<file path="src/exu_pkg.sv">
package exu_pkg;

  localparam int XLEN = 64;

  // link value is pc of the next sequential instruction
  localparam logic [XLEN-1:0] LINK_OFS = XLEN'(4);

  // rv major opcodes, bits [6:0] of the instruction
  typedef enum logic [6:0] {
    OPC_OP        = 7'b0110011,
    OPC_OP_IMM    = 7'b0010011,
    OPC_OP_32     = 7'b0111011,
    OPC_OP_IMM_32 = 7'b0011011,
    OPC_BRANCH    = 7'b1100011,
    OPC_JAL       = 7'b1101111,
    OPC_JALR      = 7'b1100111,
    OPC_LUI       = 7'b0110111,
    OPC_AUIPC     = 7'b0010111
  } opcode_e;

  typedef enum logic [4:0] {
    ALU_ADD,
    ALU_SUB,
    ALU_ADDW,
    ALU_SUBW,
    ALU_XOR,
    ALU_OR,
    ALU_AND,
    ALU_SLL,
    ALU_SRL,
    ALU_SRA,
    ALU_SLLW,
    ALU_SRLW,
    ALU_SRAW,
    ALU_SLT,
    ALU_SLTU,
    ALU_BEQ,   // branch compares, result only on cmp
    ALU_BNE,
    ALU_BLT,
    ALU_BGE,
    ALU_BLTU,
    ALU_BGEU
  } alu_op_e;

  // shifter control, none forces a zero result
  typedef enum logic [1:0] {
    SH_NONE,
    SH_SLL,
    SH_SRL,
    SH_SRA
  } shift_kind_e;

  // stage 1 contents besides the alu operands
  typedef struct packed {
    alu_op_e          op;
    logic [XLEN-1:0]  pc;
    logic [XLEN-1:0]  imm;
    logic [XLEN-1:0]  rs1;        // kept for the jalr target
    logic             is_branch;
    logic             is_jump;
    logic             is_jalr;
    logic             rd_we;
    logic             illegal;
  } issue_t;

endpackage
</file>
<file path="src/exu_alu_if.sv">
`timescale 1ns/1ps

interface exu_alu_if
  import exu_pkg::*;
(
  input logic clk_i,
  input logic rst_n_i
);

  alu_op_e          op;
  logic [XLEN-1:0]  a;
  logic [XLEN-1:0]  b;
  logic [XLEN-1:0]  result;
  logic             cmp;

  // issue side owns the operands
  modport issue (
    output op, a, b,
    input  result, cmp
  );

  // combinational alu, clock and reset only for checks
  modport exec (
    input  clk_i, rst_n_i,
    input  op, a, b,
    output result, cmp
  );

endinterface

</file>
<file path="src/exu_top.sv">
`timescale 1ns/1ps

module exu_top
  import exu_pkg::*;
(
  input  logic            clk_i,
  input  logic            rst_n_i,
  input  logic            in_valid_i,
  output logic            in_ready_o,
  input  logic [6:0]      in_opcode_i,
  input  logic [2:0]      in_funct3_i,
  input  logic [6:0]      in_funct7_i,
  input  logic [XLEN-1:0] in_pc_i,
  input  logic [XLEN-1:0] in_rs1_i,
  input  logic [XLEN-1:0] in_rs2_i,
  input  logic [XLEN-1:0] in_imm_i,
  input  logic            out_ready_i,
  output logic            out_valid_o,
  output logic [XLEN-1:0] out_rd_data_o,
  output logic            out_rd_we_o,
  output logic            out_taken_o,
  output logic [XLEN-1:0] out_target_o,
  output logic            out_illegal_o
);

  issue_t s1;
  logic   s1_valid;
  logic   s2_take;

  exu_alu_if alu_bus (
    .clk_i   (clk_i),
    .rst_n_i (rst_n_i)
  );

  exu_issue u_issue (
    .clk_i       (clk_i),
    .rst_n_i     (rst_n_i),
    .in_valid_i  (in_valid_i),
    .in_opcode_i (in_opcode_i),
    .in_funct3_i (in_funct3_i),
    .in_funct7_i (in_funct7_i),
    .in_pc_i     (in_pc_i),
    .in_rs1_i    (in_rs1_i),
    .in_rs2_i    (in_rs2_i),
    .in_imm_i    (in_imm_i),
    .s2_take_i   (s2_take),
    .in_ready_o  (in_ready_o),
    .s1_valid_o  (s1_valid),
    .s1_o        (s1),
    .alu_bus     (alu_bus.issue)
  );

  alu u_alu (
    .alu_bus (alu_bus.exec)
  );

  exu_branch u_branch (
    .clk_i         (clk_i),
    .rst_n_i       (rst_n_i),
    .s1_valid_i    (s1_valid),
    .s1_i          (s1),
    .alu_result_i  (alu_bus.result),
    .alu_cmp_i     (alu_bus.cmp),
    .rs1_i         (s1.rs1),
    .out_ready_i   (out_ready_i),
    .s2_take_o     (s2_take),
    .out_valid_o   (out_valid_o),
    .out_rd_data_o (out_rd_data_o),
    .out_rd_we_o   (out_rd_we_o),
    .out_taken_o   (out_taken_o),
    .out_target_o  (out_target_o),
    .out_illegal_o (out_illegal_o)
  );

endmodule

</file>
<file path="src/exu_branch.sv">
`timescale 1ns/1ps

module exu_branch
  import exu_pkg::*;
(
  input  logic            clk_i,
  input  logic            rst_n_i,
  input  logic            s1_valid_i,
  input  issue_t          s1_i,
  input  logic [XLEN-1:0] alu_result_i,
  input  logic            alu_cmp_i,
  input  logic [XLEN-1:0] rs1_i,
  input  logic            out_ready_i,
  output logic            s2_take_o,
  output logic            out_valid_o,
  output logic [XLEN-1:0] out_rd_data_o,
  output logic            out_rd_we_o,
  output logic            out_taken_o,
  output logic [XLEN-1:0] out_target_o,
  output logic            out_illegal_o
);

  logic [XLEN-1:0] target;
  logic            taken;
  logic            valid_q;

  // jalr clears bit 0 of its target
  assign target = s1_i.is_jalr ? ((rs1_i + s1_i.imm) & ~{{(XLEN-1){1'b0}}, 1'b1})
                               : (s1_i.pc + s1_i.imm);
  assign taken  = s1_i.is_branch ? alu_cmp_i : s1_i.is_jump;

  assign s2_take_o = !valid_q || out_ready_i;

  always_ff @(posedge clk_i or negedge rst_n_i) begin
    if (!rst_n_i) begin
      valid_q <= 1'b0;
    end else if (s2_take_o) begin
      valid_q <= s1_valid_i;
    end
  end

  always_ff @(posedge clk_i) begin
    if (s2_take_o && s1_valid_i) begin
      out_rd_data_o <= alu_result_i;
      out_rd_we_o   <= s1_i.rd_we;
      out_taken_o   <= taken;
      out_target_o  <= target;
      out_illegal_o <= s1_i.illegal;
    end
  end

  assign out_valid_o = valid_q;

  // held result while the consumer stalls
  assert property (@(posedge clk_i) disable iff (!rst_n_i)
    out_valid_o && !out_ready_i |=> out_valid_o &&
      $stable({out_rd_data_o, out_rd_we_o, out_taken_o, out_target_o, out_illegal_o}));

endmodule

</file>
<file path="src/exu_issue.sv">
`timescale 1ns/1ps

module exu_issue
  import exu_pkg::*;
(
  input  logic            clk_i,
  input  logic            rst_n_i,
  input  logic            in_valid_i,
  input  logic [6:0]      in_opcode_i,
  input  logic [2:0]      in_funct3_i,
  input  logic [6:0]      in_funct7_i,
  input  logic [XLEN-1:0] in_pc_i,
  input  logic [XLEN-1:0] in_rs1_i,
  input  logic [XLEN-1:0] in_rs2_i,
  input  logic [XLEN-1:0] in_imm_i,
  input  logic            s2_take_i,
  output logic            in_ready_o,
  output logic            s1_valid_o,
  output issue_t          s1_o,
  exu_alu_if.issue        alu_bus
);

  issue_t           s1_d, s1_q;
  logic [XLEN-1:0]  a_d, a_q;
  logic [XLEN-1:0]  b_d, b_q;
  logic             s1_valid_q;
  logic             accept;
  logic             bad;

  always_comb begin
    s1_d           = '0;
    s1_d.op        = ALU_ADD;
    s1_d.pc        = in_pc_i;
    s1_d.imm       = in_imm_i;
    s1_d.rs1       = in_rs1_i;
    s1_d.rd_we     = 1'b1;
    a_d            = in_rs1_i;
    b_d            = in_rs2_i;
    bad            = 1'b0;
    case (in_opcode_i)
      OPC_OP: begin
        case (in_funct3_i)
          3'b000:  s1_d.op = in_funct7_i[5] ? ALU_SUB : ALU_ADD;
          3'b001:  s1_d.op = ALU_SLL;
          3'b010:  s1_d.op = ALU_SLT;
          3'b011:  s1_d.op = ALU_SLTU;
          3'b100:  s1_d.op = ALU_XOR;
          3'b101:  s1_d.op = in_funct7_i[5] ? ALU_SRA : ALU_SRL;
          3'b110:  s1_d.op = ALU_OR;
          default: s1_d.op = ALU_AND;
        endcase
        // only sub and sra may carry funct7 bit 5
        if (in_funct7_i != 7'b0000000 &&
            !(in_funct7_i == 7'b0100000 && (in_funct3_i == 3'b000 || in_funct3_i == 3'b101)))
          bad = 1'b1;
      end
      OPC_OP_IMM: begin
        b_d = in_imm_i;
        case (in_funct3_i)
          3'b000:  s1_d.op = ALU_ADD;
          3'b010:  s1_d.op = ALU_SLT;
          3'b011:  s1_d.op = ALU_SLTU;
          3'b100:  s1_d.op = ALU_XOR;
          3'b110:  s1_d.op = ALU_OR;
          3'b111:  s1_d.op = ALU_AND;
          3'b001: begin
            s1_d.op = ALU_SLL;
            bad     = (in_funct7_i[6:1] != 6'b000000); // funct7[0] is shamt[5]
          end
          default: begin
            s1_d.op = in_funct7_i[5] ? ALU_SRA : ALU_SRL;
            bad     = (in_funct7_i[6:1] != 6'b000000) && (in_funct7_i[6:1] != 6'b010000);
          end
        endcase
      end
      OPC_OP_32, OPC_OP_IMM_32: begin
        if (in_opcode_i == OPC_OP_IMM_32)
          b_d = in_imm_i;
        case (in_funct3_i)
          3'b000: begin
            s1_d.op = (in_funct7_i[5] && in_opcode_i == OPC_OP_32) ? ALU_SUBW : ALU_ADDW;
            bad     = (in_opcode_i == OPC_OP_32) &&
                      (in_funct7_i != 7'b0000000) && (in_funct7_i != 7'b0100000);
          end
          3'b001: begin
            s1_d.op = ALU_SLLW;
            bad     = (in_funct7_i != 7'b0000000);
          end
          3'b101: begin
            s1_d.op = in_funct7_i[5] ? ALU_SRAW : ALU_SRLW;
            bad     = (in_funct7_i != 7'b0000000) && (in_funct7_i != 7'b0100000);
          end
          default: bad = 1'b1;
        endcase
        if (s1_d.op inside {ALU_SLLW, ALU_SRLW, ALU_SRAW})
          b_d = {{(XLEN-5){1'b0}}, b_d[4:0]}; // word shift count
      end
      OPC_BRANCH: begin
        s1_d.is_branch = 1'b1;
        s1_d.rd_we     = 1'b0;
        case (in_funct3_i)
          3'b000:  s1_d.op = ALU_BEQ;
          3'b001:  s1_d.op = ALU_BNE;
          3'b100:  s1_d.op = ALU_BLT;
          3'b101:  s1_d.op = ALU_BGE;
          3'b110:  s1_d.op = ALU_BLTU;
          3'b111:  s1_d.op = ALU_BGEU;
          default: bad = 1'b1;
        endcase
      end
      OPC_JAL, OPC_JALR: begin
        s1_d.is_jump = 1'b1;
        s1_d.is_jalr = (in_opcode_i == OPC_JALR);
        a_d          = in_pc_i;  // alu makes the link value
        b_d          = LINK_OFS;
        bad          = s1_d.is_jalr && (in_funct3_i != 3'b000);
      end
      OPC_LUI: begin
        a_d = '0;
        b_d = in_imm_i;
      end
      OPC_AUIPC: begin
        a_d = in_pc_i;
        b_d = in_imm_i;
      end
      default: bad = 1'b1;
    endcase
    if (bad) begin
      s1_d.illegal   = 1'b1;
      s1_d.rd_we     = 1'b0;
      s1_d.is_branch = 1'b0;
      s1_d.is_jump   = 1'b0;
      s1_d.is_jalr   = 1'b0;
    end
  end

  assign in_ready_o = !s1_valid_q || s2_take_i;
  assign accept     = in_valid_i && in_ready_o;

  always_ff @(posedge clk_i or negedge rst_n_i) begin
    if (!rst_n_i) begin
      s1_valid_q <= 1'b0;
    end else if (accept) begin
      s1_valid_q <= 1'b1;
    end else if (s2_take_i) begin
      s1_valid_q <= 1'b0;  // moved on to stage 2
    end
  end

  always_ff @(posedge clk_i) begin
    if (accept) begin
      s1_q <= s1_d;
      a_q  <= a_d;
      b_q  <= b_d;
    end
  end

  assign s1_valid_o  = s1_valid_q;
  assign s1_o        = s1_q;
  assign alu_bus.op  = s1_q.op;
  assign alu_bus.a   = a_q;
  assign alu_bus.b   = b_q;

  // a stalled stage 1 must not be overwritten
  assert property (@(posedge clk_i) disable iff (!rst_n_i)
    s1_valid_o && !s2_take_i |=> s1_valid_o && $stable(s1_o));

endmodule

</file>
<file path="src/alu.sv">
`timescale 1ns/1ps

module alu
  import exu_pkg::*;
(
  exu_alu_if.exec alu_bus
);

  logic             is_cmp;
  logic             is_sub;
  logic [XLEN:0]    a_ext;
  logic [XLEN:0]    b_ext;
  logic [XLEN:0]    sum;
  logic             zero;
  logic             ovf;
  logic             carry;
  logic             lt_s;
  logic             lt_u;
  logic             cmp_flag;
  logic             is_word;
  shift_kind_e      sh_kind;
  logic [XLEN-1:0]  sh_res;
  logic [XLEN-1:0]  res;

  assign is_cmp = alu_bus.op inside {ALU_SLT, ALU_SLTU, ALU_BEQ, ALU_BNE,
                                     ALU_BLT, ALU_BGE, ALU_BLTU, ALU_BGEU};
  assign is_sub = is_cmp || (alu_bus.op inside {ALU_SUB, ALU_SUBW});

  // double sign bit adder, invert and add one for subtract
  assign a_ext = {alu_bus.a[XLEN-1], alu_bus.a};
  assign b_ext = {alu_bus.b[XLEN-1], alu_bus.b} ^ {(XLEN+1){is_sub}};
  assign sum   = a_ext + b_ext + {{XLEN{1'b0}}, is_sub};

  assign zero  = (sum[XLEN-1:0] == '0);
  assign ovf   = sum[XLEN] ^ sum[XLEN-1];               // sign bits disagree
  assign carry = sum[XLEN] ^ a_ext[XLEN] ^ b_ext[XLEN]; // carry out of bit 63
  assign lt_s  = sum[XLEN-1] ^ ovf;
  assign lt_u  = ~carry;                                // borrow

  always_comb begin
    case (alu_bus.op)
      ALU_SLT, ALU_BLT:   cmp_flag = lt_s;
      ALU_SLTU, ALU_BLTU: cmp_flag = lt_u;
      ALU_BEQ:            cmp_flag = zero;
      ALU_BNE:            cmp_flag = ~zero;
      ALU_BGE:            cmp_flag = ~lt_s;
      ALU_BGEU:           cmp_flag = ~lt_u;
      default:            cmp_flag = 1'b0;
    endcase
  end

  always_comb begin
    case (alu_bus.op)
      ALU_SLL, ALU_SLLW: sh_kind = SH_SLL;
      ALU_SRL, ALU_SRLW: sh_kind = SH_SRL;
      ALU_SRA, ALU_SRAW: sh_kind = SH_SRA;
      default:           sh_kind = SH_NONE;
    endcase
  end
  assign is_word = alu_bus.op inside {ALU_SLLW, ALU_SRLW, ALU_SRAW};

  alu_shift u_alu_shift (
    .shift_kind_i (sh_kind),
    .word_i       (is_word),
    .num_i        (alu_bus.a),
    .count_i      (alu_bus.b[5:0]),
    .shift_o      (sh_res)
  );

  always_comb begin
    case (alu_bus.op)
      ALU_ADD, ALU_SUB:   res = sum[XLEN-1:0];
      ALU_ADDW, ALU_SUBW: res = {{(XLEN-32){sum[31]}}, sum[31:0]};
      ALU_XOR:            res = alu_bus.a ^ alu_bus.b;
      ALU_OR:             res = alu_bus.a | alu_bus.b;
      ALU_AND:            res = alu_bus.a & alu_bus.b;
      ALU_SLL, ALU_SRL, ALU_SRA,
      ALU_SLLW, ALU_SRLW, ALU_SRAW: res = sh_res;
      default:            res = {{(XLEN-1){1'b0}}, cmp_flag}; // compares
    endcase
  end

  assign alu_bus.result = res;
  assign alu_bus.cmp    = cmp_flag;

  // branch logic relies on cmp being quiet outside compares
  assert property (@(posedge alu_bus.clk_i) disable iff (!alu_bus.rst_n_i)
    !is_cmp |-> !alu_bus.cmp);

endmodule

</file>
<file path="src/alu_shift.sv">
`timescale 1ns/1ps

module alu_shift
  import exu_pkg::*;
(
  input  shift_kind_e     shift_kind_i,
  input  logic            word_i,
  input  logic [XLEN-1:0] num_i,
  input  logic [5:0]      count_i,
  output logic [XLEN-1:0] shift_o
);

  logic [XLEN-1:0] num;
  logic [XLEN-1:0] shl_in;
  logic [XLEN-1:0] shl_res;
  logic [XLEN-1:0] srl_res;
  logic [XLEN-1:0] sra_res;
  logic [XLEN-1:0] mask;
  logic [5:0]      mask_cnt;
  logic            sign;
  logic            is_right;
  logic [XLEN-1:0] res;

  function automatic logic [XLEN-1:0] bit_rev(input logic [XLEN-1:0] v);
    logic [XLEN-1:0] r;
    for (int i = 0; i < XLEN; i++) begin
      r[i] = v[XLEN-1-i];
    end
    return r;
  endfunction

  assign num      = word_i ? {{(XLEN-32){1'b0}}, num_i[31:0]} : num_i; // drop upper word
  assign is_right = (shift_kind_i == SH_SRL) || (shift_kind_i == SH_SRA);

  // one left shifter serves both directions
  assign shl_in  = is_right ? bit_rev(num) : num;
  assign shl_res = shl_in << count_i;
  assign srl_res = bit_rev(shl_res);

  // sign fill above the surviving bits
  assign mask_cnt = word_i ? (count_i + 6'd32) : count_i;
  assign mask     = {XLEN{1'b1}} >> mask_cnt;
  assign sign     = word_i ? num_i[31] : num_i[XLEN-1];
  assign sra_res  = (srl_res & mask) | ({XLEN{sign}} & ~mask);

  always_comb begin
    case (shift_kind_i)
      SH_SLL:  res = shl_res;
      SH_SRL:  res = srl_res;
      SH_SRA:  res = sra_res;
      default: res = '0;
    endcase
  end

  assign shift_o = word_i ? {{(XLEN-32){res[31]}}, res[31:0]} : res;

endmodule

</file>
<file path="config.mk">
export PLATFORM = sky130hd
export DESIGN_NAME = exu_top
export DESIGN_NICKNAME = d
export VERILOG_FILES = /design/src/exu_pkg.sv /design/src/exu_alu_if.sv /design/src/exu_top.sv /design/src/exu_branch.sv /design/src/exu_issue.sv /design/src/alu.sv /design/src/alu_shift.sv
export SDC_FILE = /design/constraint.sdc
export NUM_CORES = 2
export LEC_CHECK = 0
export ABC_AREA = 1
export ABC_CLOCK_PERIOD_IN_PS = 10350
export BUFFER_PORTS_ARGS = -buffer_cell sky130_fd_sc_hd__buf_2
export CORE_ASPECT_RATIO = 0.6
export CORE_UTILIZATION = 27
export CTS_CLUSTER_SIZE = 28
export DETAILED_ROUTE_END_ITERATION = 7
export HOLD_SLACK_MARGIN = 0.05
export PLACE_DENSITY = 0.45
export SETUP_SLACK_MARGIN = 0.2
export SYNTH_ARGS = -nofsm -noshare
export SYNTH_HDL_FRONTEND = slang
export SYNTH_SLANG_ARGS = --single-unit
</file>
<file path="constraint.sdc">
create_clock -name clk_i -period 10.35 [get_ports clk_i]
set_clock_uncertainty 0.2 [all_clocks]
set_input_delay 1.5525 -clock clk_i [delete_from_list [all_inputs] [get_ports clk_i]]
set_output_delay 1.5525 -clock clk_i [all_outputs]
set_load 0.1 [all_outputs]
</file>
==> results.md <==
* Status: completed
* Leading area contributor after synthesis: edfxtp_1
* Final period util at 63.02%
* Drt pass-1 iters at 6
* Share of cells above drive strength 1 at 9.823%
* Die height at 309.6 µm
* CTS Buf Count at 51
* Drc violations at 0
* Slowest stage delay, CP at 600 ps
* Num ports at 410
* Gr ovfl total at 0
* Setup Fix Bufs, Post-CTS at 0
* Nets at 6952
* Slowest-stage cell, CP: a21oi_1
* Port bufs at 409
* Largest family of logic cells by synthesized area: simple AND/OR/NAND/NOR gates
* Post-CTS resize count at 0
* H-tree levels at 2
* Critical path endpoint category: flop
* FF-to-FF path depth at 28
* Via density at 5.364
* Critical path origin: u_issue.alu_bus.op[1]
* Startpoint Class: flop
* Async SR Flop Fraction at 0.4320%
* Final setup fails at 0
* Hold-fix buffers at CTS at 0
* Max cap viols at 0
* Hold_ws at 227.0 ps
* Post-synth top area share at 32.50%
* Starting density of the core at 27.31%
* Placed wire-length estimate at 192700 µm
* Post-synthesis sequential area ratio at 32.62%
* Distinct cell type count after synthesis at 65
* Worst rel slew slack at 12.07%
* CTS clk-pin slew, worst paths at 80 ps
* Vias at 45617
* Crit-path most repeated cell: nand2_1
* Total Routing Usage GR at 28.21%
* R2r startpoint: u_issue.alu_bus.op[1]
* Final RePlAce weighted congestion at 1.067
* CTS sink cnt at 463
* Clock Path Buffers at 3
* Synth Register Bits at 463
* Setup Crit Path Kind: reg2reg
* Drt first-iter violations at 6743
* Die width at 514.7 µm
* WL/cell at 27.30 µm
* Critical path fanouts, max at 36
* Fin. Hold Viols at 0
* Pwr dens at 171.3 nW/µm²
* Syn nets at 6652
* Die area at 159400 µm²
* Post-synthesis xor/xnor area fraction at 2.098%
* Area delta synth->final at 14.13%
* First-pass GRT wire length at 317900 µm
* Post-Synthesis Cells at 6050
* Worst skew pair latency at 680 ps
* End of the critical path: u_branch.out_taken_o
* Synth top area cells: edfxtp_1 (33%), nand2_1 (13%), ha_1 (9.5%)
* Req. time, crit path at 10590 ps
* Post-synth top cells: nand2_1 (1423), inv_1 (833), nor2_1 (566), o21ai_0 (497), edfxtp_1 (461)
* EDFF count, synth at 461
* Slew Limit Fails at 0
* Capturing point of the worst reg2reg path: u_branch.out_taken_o
* Core Rows at 112
* Worst-margin pin slew at 1314 ps
* Synth Flop Type: edfxtp_1
* Syn Area/Cell at 7.039 µm²
* Synth Area in Adders at 9.601%
* Initial antenna violation count at 14
* HP Class: reg2reg
* RSZ-0062 raised after global routing: false
* Post-layout min period at 6522 ps
* Static Leakage at 22.04 nW
* Post-synthesis mux area share at 0.4701%
* Yosys Warn Count at 0
* Synth Cell Area at 42590 µm²
* CTS Root Cell: clkbuf_16
* Most numerous cell in the Yosys netlist: nand2_1
* Vias in the first global route at 40796
* Max Clock Freq at 0.1533 GHz
* CTS tree: done
* VDD IR-drop max at 0.1297 mV
* Final wirelength at 232200 µm
* Post-route ant nets at 0
* Post-synthesis simple-gate area fraction at 24.20%
* R2r setup slk at 3830 ps
* CP arrival at 6760 ps
* Setup TNS at 0 ps
* Synth Area in Compound Gates at 21.08%
* Total core area at 156000 µm²
* Pin count of the biggest net entering global routing at 140
[through the flow]
step | setup WS [ps] | utilization, % | cell area, µm² | total power, mW | cells
floorplan | 600.8 | - | 42590 | 4.862 | 6050
global placement | 4000 | 30.03 | 46830 | 6.227 | 8406
detailed placement | 4100 | 30.03 | 46830 | 6.202 | 8406
CTS | 4102 | 31.16 | 48600 | 8.246 | 8502
global route | 3584 | 31.16 | 48600 | 8.671 | 8502
finish | 3828 | 31.16 | 48600 | 8.324 | 8505
[critical path, delay by kind of cell (launching register included)]
kind | cells | cell delay [ps]
and+or+nand+nor | 22 | 3420
AOI/OAI and AO/OA | 3 | 1120
DFF | 1 | 540
adders and majority gates | 1 | 400
xor gates and xnor gates | 1 | 320
buffers and inverters | 1 | 160
[sequential cells by signal (all words and copies together), names as in the netlist, 5 cells and up]
register	flops
u_branch.out_target_o	64
u_issue.alu_bus.op	5
u_issue.alu_bus.a	64
u_issue.alu_bus.b	64
u_issue.s1_o	197
u_branch.out_rd_data_o	64
[worst min path at each step]
stage                          startpoint                endpoint  slack, ps  depth (start not counted)
after CTS                 u_issue.s1_o[0]  u_branch.out_illegal_o        220                          0
after floorplan           u_issue.s1_o[0]  u_branch.out_illegal_o        200                          0
after detailed placement  u_issue.s1_o[0]  u_branch.out_illegal_o        210                          0
after global routing      u_issue.s1_o[1]    u_branch.out_rd_we_o        240                          0
final                     u_issue.s1_o[1]    u_branch.out_rd_we_o        230                          0
after global placement    u_issue.s1_o[1]    u_branch.out_rd_we_o        210                          0
[report_power, final]
part           leakage (nW)  internal [mW]  switching (mW)  total (mW)
clock                 0.827           1.12           0.891        2.01
combinational          16.7          0.864            2.99        3.85
sequential             4.48           2.32           0.137        2.46
total                  22.0           4.31            4.02        8.32
[cells by family (layout without fill, tap and decap cells)]
kind of cell / count (synthesis) / after routing
and+or+nand+nor: 2496 / 2496
DFF: 463 / 463
other: 0 / 3
adders and majority gates: 325 / 325
muxes: 20 / 20
AOI/OAI and AO/OA: 1568 / 1568
buffers and inverters: 1076 / 1419
xor gates and xnor gates: 102 / 102
[metal layers]
metal / up-vias / GRT usage, % / wire [µm]
met3: 174 / 8.883 / 28610
met1: 21862 / 44.33 / 113900
met2: 2399 / 36.62 / 85860
met4: 16 / 4.490 / 3707
met5: - / 0 / 84
li1: 21166 / - / -
[cells in the final DEF, fill, tap and decap left out, types with 25 or more instances in the layout]
cell type  Yosys  layout
a21o_1        25      25
a21oi_1      452     450
a221oi_1      41      41
a22oi_1       62      62
a31oi_1       93      93
buf_2         24     409
buf_4          8      62
clkbuf_16      0      52
edfxtp_1     461     461
ha_1         322     322
inv_1        833     827
nand2_1     1423    1420
nand3_1      319     319
nand4_1       49      49
nor2_1       566     562
nor3_1        52      50
o2111ai_1     28      28
o211ai_1      53      53
o21ai_0      497     496
o21ai_1      189     190
o21bai_1      27      27
xor2_1        94      94
[final cells by class]
cell class,count,area (µm²)
sequential,463,13890
fill,17186,107400
clock buffer,65,1370
tap,2109,2639
multi-input combinational,4511,24540
timing repair buffer,473,2552
clock inverter,31,396.6
antenna,3,7.507
inverter,850,3203
No activity file was read; power rests on OpenSTA's default activity.
